## src/rtl/fma_params.svh

```systemverilog
// FMA pipe parameters
`ifndef FMA_PARAMS_SVH
`define FMA_PARAMS_SVH

// cycles from an accepted issue to the float result valid
`define FMA_LATENCY 4

// cycles from an accepted issue to the integer result valid
`define IMUL_LATENCY 3

// integer datapath width and half precision word width
`define FMA_XLEN 32
`define FMA_HALF_W 16

// raw sum carries a carry bit, a 22 bit product frame, 3 extension bits and a sticky bit
`define FMA_SIG_W 27

// signed biased exponent of the raw sum
`define FMA_SEXP_W 8

`endif

```

## src/rtl/fma_pkg.sv

```systemverilog
// FMA pipe shared types
package fma_pkg;

  // operations accepted by the pipe
  typedef enum logic [2:0] {
    e_fadd   = 3'd0,
    e_fsub   = 3'd1,
    e_fmul   = 3'd2,
    e_fmadd  = 3'd3,
    e_fmsub  = 3'd4,
    e_fnmsub = 3'd5,
    e_fnmadd = 3'd6,
    e_imul   = 3'd7
  } fma_op_e;

  // rounding modes with the usual RISC-V encoding
  typedef enum logic [2:0] {
    e_rne = 3'd0,
    e_rtz = 3'd1,
    e_rdn = 3'd2,
    e_rup = 3'd3,
    e_rmm = 3'd4,
    e_dyn = 3'd7
  } fma_rm_e;

  // accrued exception flags in fflags bit order
  typedef struct packed {
    logic nv;
    logic dz;
    logic of;
    logic uf;
    logic nx;
  } fma_fflags_s;

  // function field of an integer multiply
  typedef struct packed {
    logic       opw;
    logic [1:0] spare;
  } fma_imul_fn_s;

  // the same three bits are a rounding field for floats
  typedef union packed {
    fma_rm_e      rm;
    fma_imul_fn_s imul;
  } fma_instr_u;

endpackage

```

## src/rtl/fma_if.sv

```systemverilog
// FMA pipe internal buses
`timescale 1ns/1ps
`include "fma_params.svh"

// decoded operation handed to the multiply-add stage
interface fma_issue_if;
  import fma_pkg::*;

  logic                   v;
  logic                   is_imul;
  logic                   opw;
  logic                   neg_prod;
  logic                   neg_add;
  fma_rm_e                rm;
  logic [`FMA_XLEN-1:0]   a;
  logic [`FMA_XLEN-1:0]   b;
  logic [`FMA_HALF_W-1:0] c;

  modport source (output v, is_imul, opw, neg_prod, neg_add, rm, a, b, c);
  modport sink   (input  v, is_imul, opw, neg_prod, neg_add, rm, a, b, c);
endinterface

// unrounded result of the multiply-add stage
interface fma_raw_if;
  import fma_pkg::*;

  logic                          v;
  logic                          is_imul;
  logic                          opw;
  fma_rm_e                       rm;
  logic                          is_nan;
  logic                          invalid;
  logic                          is_inf;
  logic                          is_zero;
  logic                          sign;
  logic signed [`FMA_SEXP_W-1:0] sexp;
  logic [`FMA_SIG_W-1:0]         sig;
  logic [`FMA_XLEN-1:0]          imul_prod;

  modport source (output v, is_imul, opw, rm, is_nan, invalid, is_inf, is_zero,
                  sign, sexp, sig, imul_prod);
  modport sink   (input  v, is_imul, opw, rm, is_nan, invalid, is_inf, is_zero,
                  sign, sexp, sig, imul_prod);
endinterface

```

## src/rtl/fma_issue_decode.sv

```systemverilog
// FMA issue decode
`timescale 1ns/1ps
`include "fma_params.svh"

module fma_issue_decode
  (
    input  logic                 issue_v_i,
    input  fma_pkg::fma_op_e     issue_op_i,
    input  fma_pkg::fma_instr_u  issue_fn_i,
    input  fma_pkg::fma_rm_e     frm_dyn_i,
    input  logic [`FMA_XLEN-1:0] rs1_i,
    input  logic [`FMA_XLEN-1:0] rs2_i,
    input  logic [`FMA_XLEN-1:0] rs3_i,
    input  logic                 flush_i,
    fma_issue_if.source          issue
  );
  import fma_pkg::*;

  localparam int HW = `FMA_HALF_W;
  localparam logic [HW-1:0] HALF_ONE  = 16'h3C00;
  localparam logic [HW-1:0] HALF_ZERO = 16'h0000;

  logic is_imul;
  logic is_addsub;
  logic is_mul;
  logic neg_prod;
  logic neg_add;

  assign is_imul   = (issue_op_i == e_imul);
  assign is_addsub = (issue_op_i == e_fadd) || (issue_op_i == e_fsub);
  assign is_mul    = (issue_op_i == e_fmul);

  // sign controls of the product and of the addend
  always_comb
  begin
    neg_prod = 1'b0;
    neg_add  = 1'b0;
    case (issue_op_i)
      e_fsub, e_fmsub:
        neg_add = 1'b1;
      e_fnmsub:
        neg_prod = 1'b1;
      e_fnmadd:
      begin
        neg_prod = 1'b1;
        neg_add  = 1'b1;
      end
      default:
        neg_add = 1'b0;
    endcase
  end

  // a flush in the issue cycle kills the operation right here
  assign issue.v        = issue_v_i & ~flush_i;
  assign issue.is_imul  = is_imul;
  assign issue.opw      = is_imul & issue_fn_i.imul.opw;
  assign issue.neg_prod = neg_prod;
  assign issue.neg_add  = neg_add;
  assign issue.rm       = (issue_fn_i.rm == e_dyn) ? frm_dyn_i : issue_fn_i.rm;

  // fadd and fsub multiply by one and fmul adds a positive zero
  assign issue.a = rs1_i;
  assign issue.b = is_addsub ? {{(`FMA_XLEN-HW){1'b0}}, HALF_ONE} : rs2_i;
  assign issue.c = is_addsub ? rs2_i[HW-1:0] : (is_mul ? HALF_ZERO : rs3_i[HW-1:0]);

endmodule

```

## src/rtl/fma_mul_add_raw.sv

```systemverilog
// FMA multiply-add stage
`timescale 1ns/1ps
`include "fma_params.svh"

module fma_mul_add_raw
  (
    input  logic      clk_i,
    input  logic      reset_i,
    input  logic      flush_i,
    fma_issue_if.sink issue,
    fma_raw_if.source raw
  );
  import fma_pkg::*;

  localparam int XL = `FMA_XLEN;
  localparam int HW = `FMA_HALF_W;

  // hidden bit plus fraction, zero exponents read as zero
  function automatic logic [10:0] half_sig(input logic [4:0] e, input logic [9:0] f);
    return (e != 5'd0) ? {1'b1, f} : 11'd0;
  endfunction

  logic              a_s, b_s, c_s;
  logic [4:0]        a_e, b_e, c_e;
  logic [9:0]        a_f, b_f, c_f;
  logic [10:0]       a_sig, b_sig, c_sig;
  logic              a_nan, b_nan, c_nan, a_inf, b_inf, c_inf;
  logic              a_zero, b_zero, c_zero;
  logic [XL-1:0]     mul_a, mul_b, mul_p;
  logic [21:0]       prod, prod_n, big_sig, sml_sig;
  logic signed [7:0] p_exp, c_exp, big_exp, exp_diff;
  logic              p_sgn, c_sgn, eff_sub, c_big;
  logic [4:0]        shamt;
  logic [52:0]       sml_ext;
  logic [25:0]       sml_al;
  logic [27:0]       big_al, sum_raw, sum_neg_val;
  logic [26:0]       sum_mag;
  logic              any_nan, any_snan, prod_inf, prod_zero;
  logic              invalid, is_nan, is_inf, is_zero, sign;

  assign {a_s, a_e, a_f} = issue.a[HW-1:0];
  assign {b_s, b_e, b_f} = issue.b[HW-1:0];
  assign {c_s, c_e, c_f} = issue.c;

  assign a_sig  = half_sig(a_e, a_f);
  assign b_sig  = half_sig(b_e, b_f);
  assign c_sig  = half_sig(c_e, c_f);
  assign a_zero = (a_e == 5'd0);
  assign b_zero = (b_e == 5'd0);
  assign c_zero = (c_e == 5'd0);
  assign a_nan  = (a_e == 5'h1F) && (a_f != 10'd0);
  assign b_nan  = (b_e == 5'h1F) && (b_f != 10'd0);
  assign c_nan  = (c_e == 5'h1F) && (c_f != 10'd0);
  assign a_inf  = (a_e == 5'h1F) && (a_f == 10'd0);
  assign b_inf  = (b_e == 5'h1F) && (b_f == 10'd0);
  assign c_inf  = (c_e == 5'h1F) && (c_f == 10'd0);

  // one multiplier serves both the integer and the significand product
  assign mul_a = issue.is_imul ? issue.a : {{(XL-11){1'b0}}, a_sig};
  assign mul_b = issue.is_imul ? issue.b : {{(XL-11){1'b0}}, b_sig};
  assign mul_p = mul_a * mul_b;

  // move the product top bit to bit 21 so both terms share the same frame
  assign prod   = mul_p[21:0];
  assign prod_n = prod[21] ? prod : {prod[20:0], 1'b0};
  assign p_exp  = $signed({3'b000, a_e}) + $signed({3'b000, b_e}) - 8'sd15
                  + $signed({7'd0, prod[21]});
  assign c_exp  = $signed({3'b000, c_e});
  assign p_sgn  = a_s ^ b_s ^ issue.neg_prod;
  assign c_sgn  = c_s ^ issue.neg_add;
  assign eff_sub = p_sgn ^ c_sgn;

  // a zero term always goes to the shifted side
  assign prod_zero = a_zero | b_zero;
  assign c_big     = prod_zero | (~c_zero & (c_exp > p_exp));
  assign big_sig   = c_big ? {c_sig, 11'd0} : prod_n;
  assign sml_sig   = c_big ? prod_n : {c_sig, 11'd0};
  assign big_exp   = c_big ? c_exp : p_exp;
  assign exp_diff  = c_big ? (c_exp - p_exp) : (p_exp - c_exp);

  always_comb
  begin
    if (exp_diff < 0)
      shamt = 5'd0;
    else if (exp_diff > 8'sd31)
      shamt = 5'd31;
    else
      shamt = exp_diff[4:0];
  end

  // bits that fall below frame bit 1 collapse into the sticky bit
  assign sml_ext = {sml_sig, 31'd0} >> shamt;
  assign sml_al  = {sml_ext[52:28], |sml_ext[27:0]};
  assign big_al  = {2'b00, big_sig, 4'd0};
  assign sum_raw = eff_sub ? (big_al - {2'b00, sml_al}) : (big_al + {2'b00, sml_al});

  // a negative difference only happens with equal exponents and is exact
  assign sum_neg_val = -sum_raw;
  assign sum_mag     = sum_raw[27] ? sum_neg_val[26:0] : sum_raw[26:0];

  assign any_nan  = a_nan | b_nan | c_nan;
  assign any_snan = (a_nan & ~a_f[9]) | (b_nan & ~b_f[9]) | (c_nan & ~c_f[9]);
  assign prod_inf = a_inf | b_inf;
  assign invalid  = any_snan | (a_inf & b_zero) | (b_inf & a_zero)
                    | (~any_nan & prod_inf & c_inf & eff_sub);
  assign is_nan   = any_nan | invalid;
  assign is_inf   = ~is_nan & (prod_inf | c_inf);
  assign is_zero  = prod_zero & c_zero;

  always_comb
  begin
    if (is_inf)
      sign = prod_inf ? p_sgn : c_sgn;
    else if (is_zero)
      sign = (p_sgn == c_sgn) ? p_sgn : (issue.rm == e_rdn);
    else
      sign = (c_big ? c_sgn : p_sgn) ^ sum_raw[27];
  end

  always_ff @(posedge clk_i)
  begin
    if (reset_i || flush_i)
      raw.v <= 1'b0;
    else
      raw.v <= issue.v;
  end

  always_ff @(posedge clk_i)
  begin
    raw.is_imul   <= issue.is_imul;
    raw.opw       <= issue.opw;
    raw.rm        <= issue.rm;
    raw.is_nan    <= is_nan;
    raw.invalid   <= invalid;
    raw.is_inf    <= is_inf;
    raw.is_zero   <= is_zero;
    raw.sign      <= sign;
    raw.sexp      <= big_exp + 8'sd1;
    raw.sig       <= sum_mag[`FMA_SIG_W-1:0];
    raw.imul_prod <= mul_p;
  end

endmodule

```

## src/rtl/fma_pipe_top.sv

```systemverilog
// FMA pipe top level
`timescale 1ns/1ps
`include "fma_params.svh"

module fma_pipe_top
  (
    input  logic                   clk_i,
    input  logic                   reset_i,
    input  logic                   flush_i,
    input  logic                   issue_v_i,
    input  fma_pkg::fma_op_e       issue_op_i,
    input  fma_pkg::fma_instr_u    issue_fn_i,
    input  fma_pkg::fma_rm_e       frm_dyn_i,
    input  logic [`FMA_XLEN-1:0]   rs1_i,
    input  logic [`FMA_XLEN-1:0]   rs2_i,
    input  logic [`FMA_XLEN-1:0]   rs3_i,
    output logic [`FMA_XLEN-1:0]   imul_data_o,
    output logic                   imul_v_o,
    output logic [`FMA_HALF_W-1:0] fma_data_o,
    output fma_pkg::fma_fflags_s   fma_fflags_o,
    output logic                   fma_v_o
  );
  import fma_pkg::*;

  fma_issue_if issue_bus ();
  fma_raw_if   raw_bus ();

  // rounded results before the retiming chains
  logic                   imul_v;
  logic                   fma_v;
  logic [`FMA_XLEN-1:0]   imul_data;
  logic [`FMA_HALF_W-1:0] fma_data;
  fma_fflags_s            fma_fflags;

  fma_issue_decode u_decode
    (
      .issue_v_i  (issue_v_i),
      .issue_op_i (issue_op_i),
      .issue_fn_i (issue_fn_i),
      .frm_dyn_i  (frm_dyn_i),
      .rs1_i      (rs1_i),
      .rs2_i      (rs2_i),
      .rs3_i      (rs3_i),
      .flush_i    (flush_i),
      .issue      (issue_bus.source)
    );

  fma_mul_add_raw u_mul_add
    (
      .clk_i   (clk_i),
      .reset_i (reset_i),
      .flush_i (flush_i),
      .issue   (issue_bus.sink),
      .raw     (raw_bus.source)
    );

  fma_round u_round
    (
      .raw          (raw_bus.sink),
      .imul_v_o     (imul_v),
      .fma_v_o      (fma_v),
      .imul_data_o  (imul_data),
      .fma_data_o   (fma_data),
      .fma_fflags_o (fma_fflags)
    );

  fma_result_delay u_delay
    (
      .clk_i        (clk_i),
      .reset_i      (reset_i),
      .flush_i      (flush_i),
      .imul_v_i     (imul_v),
      .fma_v_i      (fma_v),
      .imul_data_i  (imul_data),
      .fma_data_i   (fma_data),
      .fma_fflags_i (fma_fflags),
      .imul_data_o  (imul_data_o),
      .imul_v_o     (imul_v_o),
      .fma_data_o   (fma_data_o),
      .fma_fflags_o (fma_fflags_o),
      .fma_v_o      (fma_v_o)
    );

endmodule

```

## src/rtl/fma_result_delay.sv

```systemverilog
// FMA result delay chains
`timescale 1ns/1ps
`include "fma_params.svh"

module fma_result_delay
  (
    input  logic                   clk_i,
    input  logic                   reset_i,
    input  logic                   flush_i,
    input  logic                   imul_v_i,
    input  logic                   fma_v_i,
    input  logic [`FMA_XLEN-1:0]   imul_data_i,
    input  logic [`FMA_HALF_W-1:0] fma_data_i,
    input  fma_pkg::fma_fflags_s   fma_fflags_i,
    output logic [`FMA_XLEN-1:0]   imul_data_o,
    output logic                   imul_v_o,
    output logic [`FMA_HALF_W-1:0] fma_data_o,
    output fma_pkg::fma_fflags_s   fma_fflags_o,
    output logic                   fma_v_o
  );
  import fma_pkg::*;

  // the multiply-add stage already holds one register of the latency
  localparam int IMUL_STAGES = `IMUL_LATENCY - 1;
  localparam int FMA_STAGES  = `FMA_LATENCY - 1;

  logic [IMUL_STAGES-1:0]  imul_v_q;
  logic [`FMA_XLEN-1:0]    imul_d_q [IMUL_STAGES];
  logic [FMA_STAGES-1:0]   fma_v_q;
  logic [`FMA_HALF_W-1:0]  fma_d_q [FMA_STAGES];
  fma_fflags_s             fma_f_q [FMA_STAGES];

  // a flush empties every stage of both chains
  always_ff @(posedge clk_i)
  begin
    if (reset_i || flush_i)
    begin
      imul_v_q <= '0;
      fma_v_q  <= '0;
    end
    else
    begin
      imul_v_q[0] <= imul_v_i;
      for (int i = 1; i < IMUL_STAGES; i++)
        imul_v_q[i] <= imul_v_q[i-1];
      fma_v_q[0] <= fma_v_i;
      for (int i = 1; i < FMA_STAGES; i++)
        fma_v_q[i] <= fma_v_q[i-1];
    end
  end

  always_ff @(posedge clk_i)
  begin
    imul_d_q[0] <= imul_data_i;
    for (int i = 1; i < IMUL_STAGES; i++)
      imul_d_q[i] <= imul_d_q[i-1];
    fma_d_q[0] <= fma_data_i;
    fma_f_q[0] <= fma_fflags_i;
    for (int i = 1; i < FMA_STAGES; i++)
    begin
      fma_d_q[i] <= fma_d_q[i-1];
      fma_f_q[i] <= fma_f_q[i-1];
    end
  end

  assign imul_v_o     = imul_v_q[IMUL_STAGES-1];
  assign imul_data_o  = imul_d_q[IMUL_STAGES-1];
  assign fma_v_o      = fma_v_q[FMA_STAGES-1];
  assign fma_data_o   = fma_d_q[FMA_STAGES-1];
  assign fma_fflags_o = fma_f_q[FMA_STAGES-1];

endmodule

```

## src/rtl/fma_round.sv

```systemverilog
// FMA rounding and result format
`timescale 1ns/1ps
`include "fma_params.svh"

module fma_round
  (
    fma_raw_if.sink                raw,
    output logic                   imul_v_o,
    output logic                   fma_v_o,
    output logic [`FMA_XLEN-1:0]   imul_data_o,
    output logic [`FMA_HALF_W-1:0] fma_data_o,
    output fma_pkg::fma_fflags_s   fma_fflags_o
  );
  import fma_pkg::*;

  localparam int SW = `FMA_SIG_W;
  localparam int EW = `FMA_SEXP_W;
  localparam int XL = `FMA_XLEN;
  localparam int HW = `FMA_HALF_W;

  // leading zero count of the raw significand
  function automatic logic [4:0] lead_zeros(input logic [SW-1:0] x);
    logic [4:0] n;
    n = 5'(SW);
    for (int i = 0; i < SW; i++)
    begin
      if (x[i])
        n = 5'(SW - 1 - i);
    end
    return n;
  endfunction

  logic [4:0]           lz;
  logic [SW-1:0]        norm;
  logic signed [EW-1:0] exp_n;
  logic signed [EW-1:0] exp_r;
  logic                 sig_zero, lsb, guard, sticky, inexact, inc;
  logic [11:0]          mant_r;
  logic                 ovf, unf, to_max;
  logic [HW-1:0]        res;
  fma_fflags_s          fflags;

  assign sig_zero = (raw.sig == '0);
  assign lz       = lead_zeros(raw.sig);
  assign norm     = raw.sig << lz;
  assign exp_n    = raw.sexp - $signed({{(EW-5){1'b0}}, lz});

  // keep 11 bits and look at the guard bit and everything below it
  assign lsb     = norm[SW-11];
  assign guard   = norm[SW-12];
  assign sticky  = |norm[SW-13:0];
  assign inexact = guard | sticky;

  always_comb
  begin
    case (raw.rm)
      e_rtz:   inc = 1'b0;
      e_rdn:   inc = raw.sign & inexact;
      e_rup:   inc = ~raw.sign & inexact;
      e_rmm:   inc = guard;
      default: inc = guard & (sticky | lsb);
    endcase
  end

  // a carry out of the significand bumps the exponent and leaves a zero fraction
  assign mant_r = {1'b0, norm[SW-1 -: 11]} + {11'd0, inc};
  assign exp_r  = exp_n + $signed({{(EW-1){1'b0}}, mant_r[11]});
  assign ovf    = (exp_r > 8'sd30);
  assign unf    = (exp_r < 8'sd1);

  // modes that round toward zero saturate to the largest finite value
  assign to_max = (raw.rm == e_rtz) || ((raw.rm == e_rdn) && !raw.sign)
                  || ((raw.rm == e_rup) && raw.sign);

  always_comb
  begin
    fflags = '0;
    res    = {raw.sign, exp_r[4:0], mant_r[9:0]};
    if (raw.is_nan)
    begin
      res       = 16'h7E00;
      fflags.nv = raw.invalid;
    end
    else if (raw.is_inf)
      res = {raw.sign, 15'h7C00};
    else if (raw.is_zero)
      res = {raw.sign, 15'h0000};
    else if (sig_zero)
      res = {raw.rm == e_rdn, 15'h0000};
    else if (ovf)
    begin
      res       = to_max ? {raw.sign, 15'h7BFF} : {raw.sign, 15'h7C00};
      fflags.of = 1'b1;
      fflags.nx = 1'b1;
    end
    else if (unf)
    begin
      res       = {raw.sign, 15'h0000};
      fflags.uf = 1'b1;
      fflags.nx = 1'b1;
    end
    else
      fflags.nx = inexact;
  end

  assign fma_v_o      = raw.v & ~raw.is_imul;
  assign fma_data_o   = res;
  assign fma_fflags_o = fflags;

  // the word form keeps the low half of the product sign extended
  assign imul_v_o    = raw.v & raw.is_imul;
  assign imul_data_o = raw.opw ? {{(XL-HW){raw.imul_prod[HW-1]}}, raw.imul_prod[HW-1:0]}
                               : raw.imul_prod;

endmodule
```

## config.mk

```make
export PLATFORM = sky130hd
export DESIGN_NAME = fma_pipe_top
export DESIGN_NICKNAME = d
export VERILOG_FILES = /design/src/rtl/fma_pkg.sv /design/src/rtl/fma_if.sv /design/src/rtl/fma_issue_decode.sv /design/src/rtl/fma_mul_add_raw.sv /design/src/rtl/fma_pipe_top.sv /design/src/rtl/fma_result_delay.sv /design/src/rtl/fma_round.sv
export VERILOG_INCLUDE_DIRS = /design/src /design/src/rtl
export SDC_FILE = /design/constraint.sdc
export NUM_CORES = 2
export LEC_CHECK = 0
export ABC_AREA = 1
export BUFFER_PORTS_ARGS = -buffer_cell sky130_fd_sc_hd__buf_2
export CAP_MARGIN = 15
export CORE_UTILIZATION = 65
export DETAILED_ROUTE_END_ITERATION = 10
export PLACE_DENSITY = 0.84
export SYNTH_ARGS = -nofsm -noshare
export SYNTH_HDL_FRONTEND = slang
export SYNTH_SLANG_ARGS = --single-unit
```

## constraint.sdc

```tcl
create_clock -name clk_i -period 38.5 [get_ports clk_i]
set_clock_uncertainty 0.05 [all_clocks]
set_input_delay 1.925 -clock clk_i [delete_from_list [all_inputs] [get_ports clk_i]]
set_output_delay 1.925 -clock clk_i [all_outputs]
set_load 0.005 [all_outputs]
```

Word-level counts from Yosys, hierarchy flattened:

Memory sizes are Yosys's and may differ from the RTL's.
Index checks and enable logic that the tools add are counted.
Widths: inputs -> output; s select.

* equality and inequality tests: 16
* reductions and logical operators: 31
* multipliers: 1
* bitwise operators: 46
* add/sub/neg operators: 12
* shifts and indexed selects: 2
* magnitude comparators: 5
* mux-type cells: 71

Operators with widths (number)
* $mux 32: 4
* $mux 16: 6
* $mux 5: 18
* $mux 22: 3
* $shr 53x5->53: 1
* $mux 11: 4
* $mul 32x32->32: 1
* $mux 4: 8
* $logic_not 10->1: 3
* $mux 15: 2
* $reduce_bool 10->1: 3
* $mux 28: 1
* $reduce_or 28->1: 1
* $add 26x26->27: 1
* $logic_not 27->1: 1
* $mux 27: 1
* $neg 27->27: 1
* $shl 27x5->27: 1
* $sub 26x26->27: 1
* $and 1x1->1: 18
* $eq 3x3->1 const B: 6
* $add 8x2->8: 2
* $gt 8x6->1 const B: 2
* $mux 8: 2
* other kinds (29): 93

* register bits: 83
* word-level logic and storage cells: 201
* memory bits (writable): 127
* input port bits: 109
* memories: 3

Memory list
* u_delay.imul_d_q: depth 2, width 32, read ports 2, clocked after Yosys merged registers in 0, wr ports 2, line fma_result_delay.sv:28 `` logic [`FMA_XLEN-1:0] imul_d_q [IMUL_STAGES]; ``
* u_delay.fma_d_q: depth 3, width 16, read ports 3, clocked after Yosys merged registers in 0, wr ports 3, line fma_result_delay.sv:30 `` logic [`FMA_HALF_W-1:0] fma_d_q [FMA_STAGES]; ``
* u_delay.fma_f_q: depth 3, width 5, read ports 3, clocked after Yosys merged registers in 0, wr ports 3, line fma_result_delay.sv:31 `fma_fflags_s fma_f_q [FMA_STAGES];`

Logic depth before layout (Yosys ltp):

* word-level depth: 41
* mapped depth: 97
* depth with buffers taken out: 94

Cells and area by module:

From an unflattened synthesis, not the netlist that was laid out.

* cells, all modules: 4428
* area total of the unflattened synthesis: 31371.3 um^2

Modules (own cells, without submodules)
* fma_mul_add_raw: area an instance 24364.6 um^2, times used 1, cells an instance 3420
* fma_result_delay: area an instance 3109.2 um^2, times used 1, cells an instance 198
* fma_round: area an instance 2972.9 um^2, times used 1, cells an instance 610
* fma_issue_decode: area an instance 924.6 um^2, times used 1, cells an instance 200

Worst setup path before layout:

Ideal clock, no wire load.

* path kind: in2reg
* from: in issue_op_i[1]
* to: reg u_mul_add.raw.sig[25] in the netlist's numbering
* stages: 86
* slack: 22.756 ns
* arrival: 15.585 ns
* setup time: 0.109 ns
* cells stage by stage: nor2_1 > nand2_1 > nand2_2 > clkbuf_1 > clkbuf_1 > nor2_1 > clkbuf_1 > nand2_1 > clkbuf_1 > nor2_1 > fa_1 > inv_1 > fa_1 > fa_1 > fa_1 > inv_1 > fa_1 > inv_1 > [50 not listed] > o211ai_1 > nand2_1 > nand3_1 > nand3b_1 > nand2_1 > a21boi_0 > nand2_1 > o21ai_0 > inv_1 > nand2_1 > xor2_1 > nand3_1 > nor2_1 > nand4_1 > nand2_1 > nand2_1 > nand2_1 > inv_1

* longest elaborated chain between the ends: 21

RTL lines
* from (decl): line fma_pipe_top.sv:11 `input fma_pkg::fma_op_e issue_op_i,`
* $eq 3x1->1 or $logic_not 3->1 (tied branches): line fma_issue_decode.sv:30, fma_issue_decode.sv:38
* $logic_or 1x1->1: line fma_issue_decode.sv:30 `assign is_addsub = (issue_op_i == e_fadd) || (issue_op_i == e_fsub);`
* $mux 32: line fma_issue_decode.sv:63 `` assign issue.b = is_addsub ? {{(`FMA_XLEN-HW){1'b0}}, HALF_ONE} : rs2_i; ``
* $reduce_bool 5->1: line fma_mul_add_raw.sv:20 `return (e != 5'd0) ? {1'b1, f} : 11'd0;`
* $mux 11: line fma_mul_add_raw.sv:20
* $mux 32: line fma_mul_add_raw.sv:60 `assign mul_b = issue.is_imul ? issue.b : {{(XL-11){1'b0}}, b_sig};`
* $mul 32x32->32: line fma_mul_add_raw.sv:61 `assign mul_p = mul_a * mul_b;`
* $add 8x2->8: line fma_mul_add_raw.sv:67 `+ $signed({7'd0, prod[21]});`
* [6 not listed]
* $mux 5: line fma_mul_add_raw.sv:83 `if (exp_diff < 0)`
* $shr 53x5->53: line fma_mul_add_raw.sv:92 `assign sml_ext = {sml_sig, 31'd0} >> shamt;`
* $reduce_or 28->1: line fma_mul_add_raw.sv:93 `assign sml_al = {sml_ext[52:28], |sml_ext[27:0]};`
* $add 26x26->27 or $sub 26x26->27 (tied branches): line fma_mul_add_raw.sv:95 `assign sum_raw = eff_sub ? (big_al - {2'b00, sml_al}) : (big_al + {2'b00, sml_al});`
* $mux 28 (*): line fma_mul_add_raw.sv:95
* $neg 27->27: line fma_mul_add_raw.sv:98 `assign sum_neg_val = -sum_raw;`
* $mux 27 (*): line fma_mul_add_raw.sv:99 `assign sum_mag = sum_raw[27] ? sum_neg_val[26:0] : sum_raw[26:0];`
* via u_mul_add.sum_mag[25]: line fma_mul_add_raw.sv:37 `logic [26:0] sum_mag;`
* to (signal assigned): line fma_mul_add_raw.sv:139 `` raw.sig <= sum_mag[`FMA_SIG_W-1:0]; ``
* to (decl): line fma_if.sv:41 `sign, sexp, sig, imul_prod);`

The timed path passes the listed nets; every way through them passes the cells marked *.
A chain may end at the register's enable or synchronous reset.

Final worst setup path:

* from: in issue_op_i[2]
* to: reg u_mul_add.raw.sig[24] in the netlist's numbering

The elaborated chain is that of the path after synthesis.

==> results.json <==
{
  "synthDominantCellAreaShare_pct": 27.5,
  "synth-async-reset-ratio_pct": 0,
  "die_y_um": 217,
  "full_die_area_sq_mm": 0.0471,
  "timing.hold.worst.start": "u_mul_add.raw.imul_prod[10]",
  "drc": 0,
  "syn_area_per_cell_sq_um": 7.23,
  "design.portCount": 164,
  "yosysTopAreaCell": "fa_1",
  "netlist_top_cells_area": "fa_1 28%, dfxtp_1 14%, nand2_1 11%, inv_1 10%, ha_1 8.5%",
  "setup_slack_ps": 19350,
  "worst_path_most_repeated_cell": "nand2_1",
  "initial_core_util_pct": 66.1,
  "synth_instances": 4158,
  "initialDrtViolationCount": 3166,
  "vias": 27500,
  "clock_insertion_delay_worst_skew_ps": 520,
  "period_needed_ps": 19150,
  "globalRouteOverflowTotal": 0,
  "finalHoldWorstSlack_ps": 263,
  "critical_path.reg2reg.startpoint": "u_mul_add.raw.sig[0]",
  "clock_path_buffers": 3,
  "cp_max_fo": 62,
  "wl_um": 90200,
  "floorplan.core_area_sq_mm": 0.0455,
  "crit_path_start": "issue_op_i[2]",
  "clkTransAtPathRegs_ps": 80,
  "slew_worst_pin_ps": 1110,
  "cts_tree": "built",
  "final_layout_fill_cell_count": 3920,
  "ys_ff_latch": 207,
  "fmax_mhz": 52.2,
  "cts_resized": 0,
  "synthesis.nets": 4883,
  "timing.final.setup_violations": 0,
  "timing.final.crit_share_pct": 49.7,
  "remaining_antenna_violation_count_after_routing": 0,
  "route.detailed.wl_per_inst_um": 18.8,
  "required_arrival_time_at_the_worst_endpoint_ps": 38850,
  "commonest_non_fill_non_tap_cells_in_the_layout": "872 x nand2_1, 820 x inv_1, 505 x nor2_1, 413 x fa_1, 241 x nand3_1",
  "yosys_warnings": 0,
  "type_of_the_most_critical_hold_path": "register to register",
  "mappedNetlistArea_sq_mm": 0.0300,
  "cp_slowest_cell": "nand2_1",
  "antenna_found_initial": 2,
  "dpl_worst_slack_ps": 19330,
  "area_delta_synth_final_pct": 4.76,
  "numClockSinks": 207,
  "post_route_cells_drive_above_1_share_pct": 7.26,
  "first_pass_drt_iterations": 10,
  "cpPeakStageDelay_ps": 730,
  "route.detailed.vias_per_inst": 5.73,
  "cts_setup_buffers": 0,
  "buffer_ports.inserted": 146,
  "crit_type": "input port to register",
  "detailed_place_hpwl_um": 75300,
  "mostFrequentLayoutCell": "nand2_1",
  "number_of_enable_flip_flop_cells_after_synthesis": 0,
  "grt_first_pass_wirelength_um": 141000,
  "synth-seq-area-share_pct": 13.8,
  "grt.total_usage_pct": 38.7,
  "setup-tns-final_ps": 0,
  "die_w_um": 217,
  "timing.critical_path.from_type": "input port",
  "clk_root_buffer_cell": "clkbuf_16",
  "worst-endpoint-arrival_ps": 19500,
  "relSlewSlack_pct": 26.0,
  "timing.max_cap.violations": 0,
  "multiInputGateArea_sq_mm": 0.0218,
  "cts_inserted_buffers": 18,
  "place.gp.congestion": 1.07,
  "cts-htree-levels": 1,
  "cp-end-kind": "register",
  "timing.final.hold_violations": 0,
  "placementRows": 78,
  "post_synth_num_cell_types": 68,
  "dominantRegCellSynth": "dfxtp_1",
  "run_status": "finished clean",
  "grt_pass1_vias": 26600,
  "regArea_sq_mm": 0.00414,
  "final_net_count": 4912,
  "final_max_slew_viol_count": 0,
  "maximum_number_of_pins_on_one_net_before_global_route_repair": 63,
  "rsz0062_at_grt": "no",
  "ctsHoldBuffers": 0
}
registers in the layout (all words and copies together), names as in the netlist:
signal / flops
u_mul_add.raw.imul_prod: 32
u_mul_add.raw.is_imul: 1
u_delay.imul_v_q: 2
u_mul_add.raw.invalid: 1
u_delay.fma_d_q: 48
u_delay.fma_f_q: 12
u_mul_add.raw.is_zero: 1
u_mul_add.raw.rm: 3
u_mul_add.raw.sign: 1
u_mul_add.raw.is_nan: 1
u_mul_add.raw.sig: 27
u_mul_add.raw.v: 1
u_delay.fma_v_q: 3
u_delay.imul_d_q: 64
u_mul_add.raw.sexp: 8
u_mul_add.raw.opw: 1
u_mul_add.raw.is_inf: 1
area by class of cell:
class                   instances  area share [%]
repair buffers                169            2.87
well taps                     600            2.38
diodes                          1         0.00795
flip-flops and latches        207            13.2
inverters                     851            10.2
clock buffers                  21            1.53
multi-input cells            2940            69.4
clock inverters                11           0.509
final timing paths:
kind,end,cells after the start,slack [ps]
setup / recovery,u_mul_add.raw.sig[24],92,19350
hold / removal,u_delay.imul_d_q[0][10],0,260
setup reg to reg,u_delay.fma_f_q[0][0],56,30970
hold reg to reg,u_delay.imul_d_q[0][10],0,260
metal layers:
metal | global-route usage [%] | share of wire [%] | wire (um) | vias up
met5 | 0 | 0.014 | 13 | -
met2 | 61.0 | 45 | 40400 | 1643
met4 | 16.6 | 5.0 | 4500 | 2
met3 | 7.87 | 12 | 10500 | 293
li1 | - | - | - | 12600
met1 | 51.8 | 39 | 34800 | 13000
per-stage QoR:
step	std cells	instance area [sq um]	utilization, %
after detailed placement	4767	30800	67.8
after CTS	4799	31500	69.2
after global placement	4767	30800	67.8
after floorplan	4158	30000	-
final	4800	31500	69.2
after global routing	4799	31500	69.2
cell families (layout without fill, tap and decap cells):
kind of cell               after synthesis  after routing  synth area share (%)
AOI/OAI and AO/OA                      413            413                  7.68
adders and majority gates              616            616                  36.0
DFF                                    207            207                  13.8
xor gates and xnor gates               138            138                  4.05
muxes                                    4              4                 0.137
and+or+nand+nor                       1768           1768                  24.8
buffers and inverters                 1011           1052                  13.6
other                                    1              2                0.0125
synthesized netlist by cell type (4+ instances only):
master	n
nand2_1	872
inv_1	820
nor2_1	507
fa_1	413
nand3_1	241
dfxtp_1	207
ha_1	203
o21ai_0	195
a21oi_1	123
xor2_1	92
clkbuf_1	75
buf_4	58
xnor2_1	45
nand4_1	24
nor3_1	23
or2_2	19
nand3_2	18
nand2_2	17
buf_2	16
clkinv_1	16
nor4_1	13
inv_2	11
o21ai_1	11
o21bai_1	11
a31oi_1	9
o21a_1	9
a21boi_0	7
nand3b_1	7
buf_1	6
o31ai_1	6
a21o_1	5
nand2_4	5
o211ai_1	5
o21ai_2	5
and2_1	4
buf_6	4
nor2_2	4
nor2_4	4
worst max-delay path, delay by kind of cell:
| kind | cells | cell delay (ps) |
|---|---|---|
| AO/OA/AOI/OAI | 10 | 1450 |
| XOR/XNOR | 2 | 740 |
| adder cells (fa/ha/maj) | 14 | 5820 |
| buffers and inverters | 21 | 2310 |
| AND/OR/NAND/NOR | 45 | 7190 |
Power is left out: the tool's default activity adds up to more than one toggle a clock period on the data nets, which glitch-free logic cannot reach.
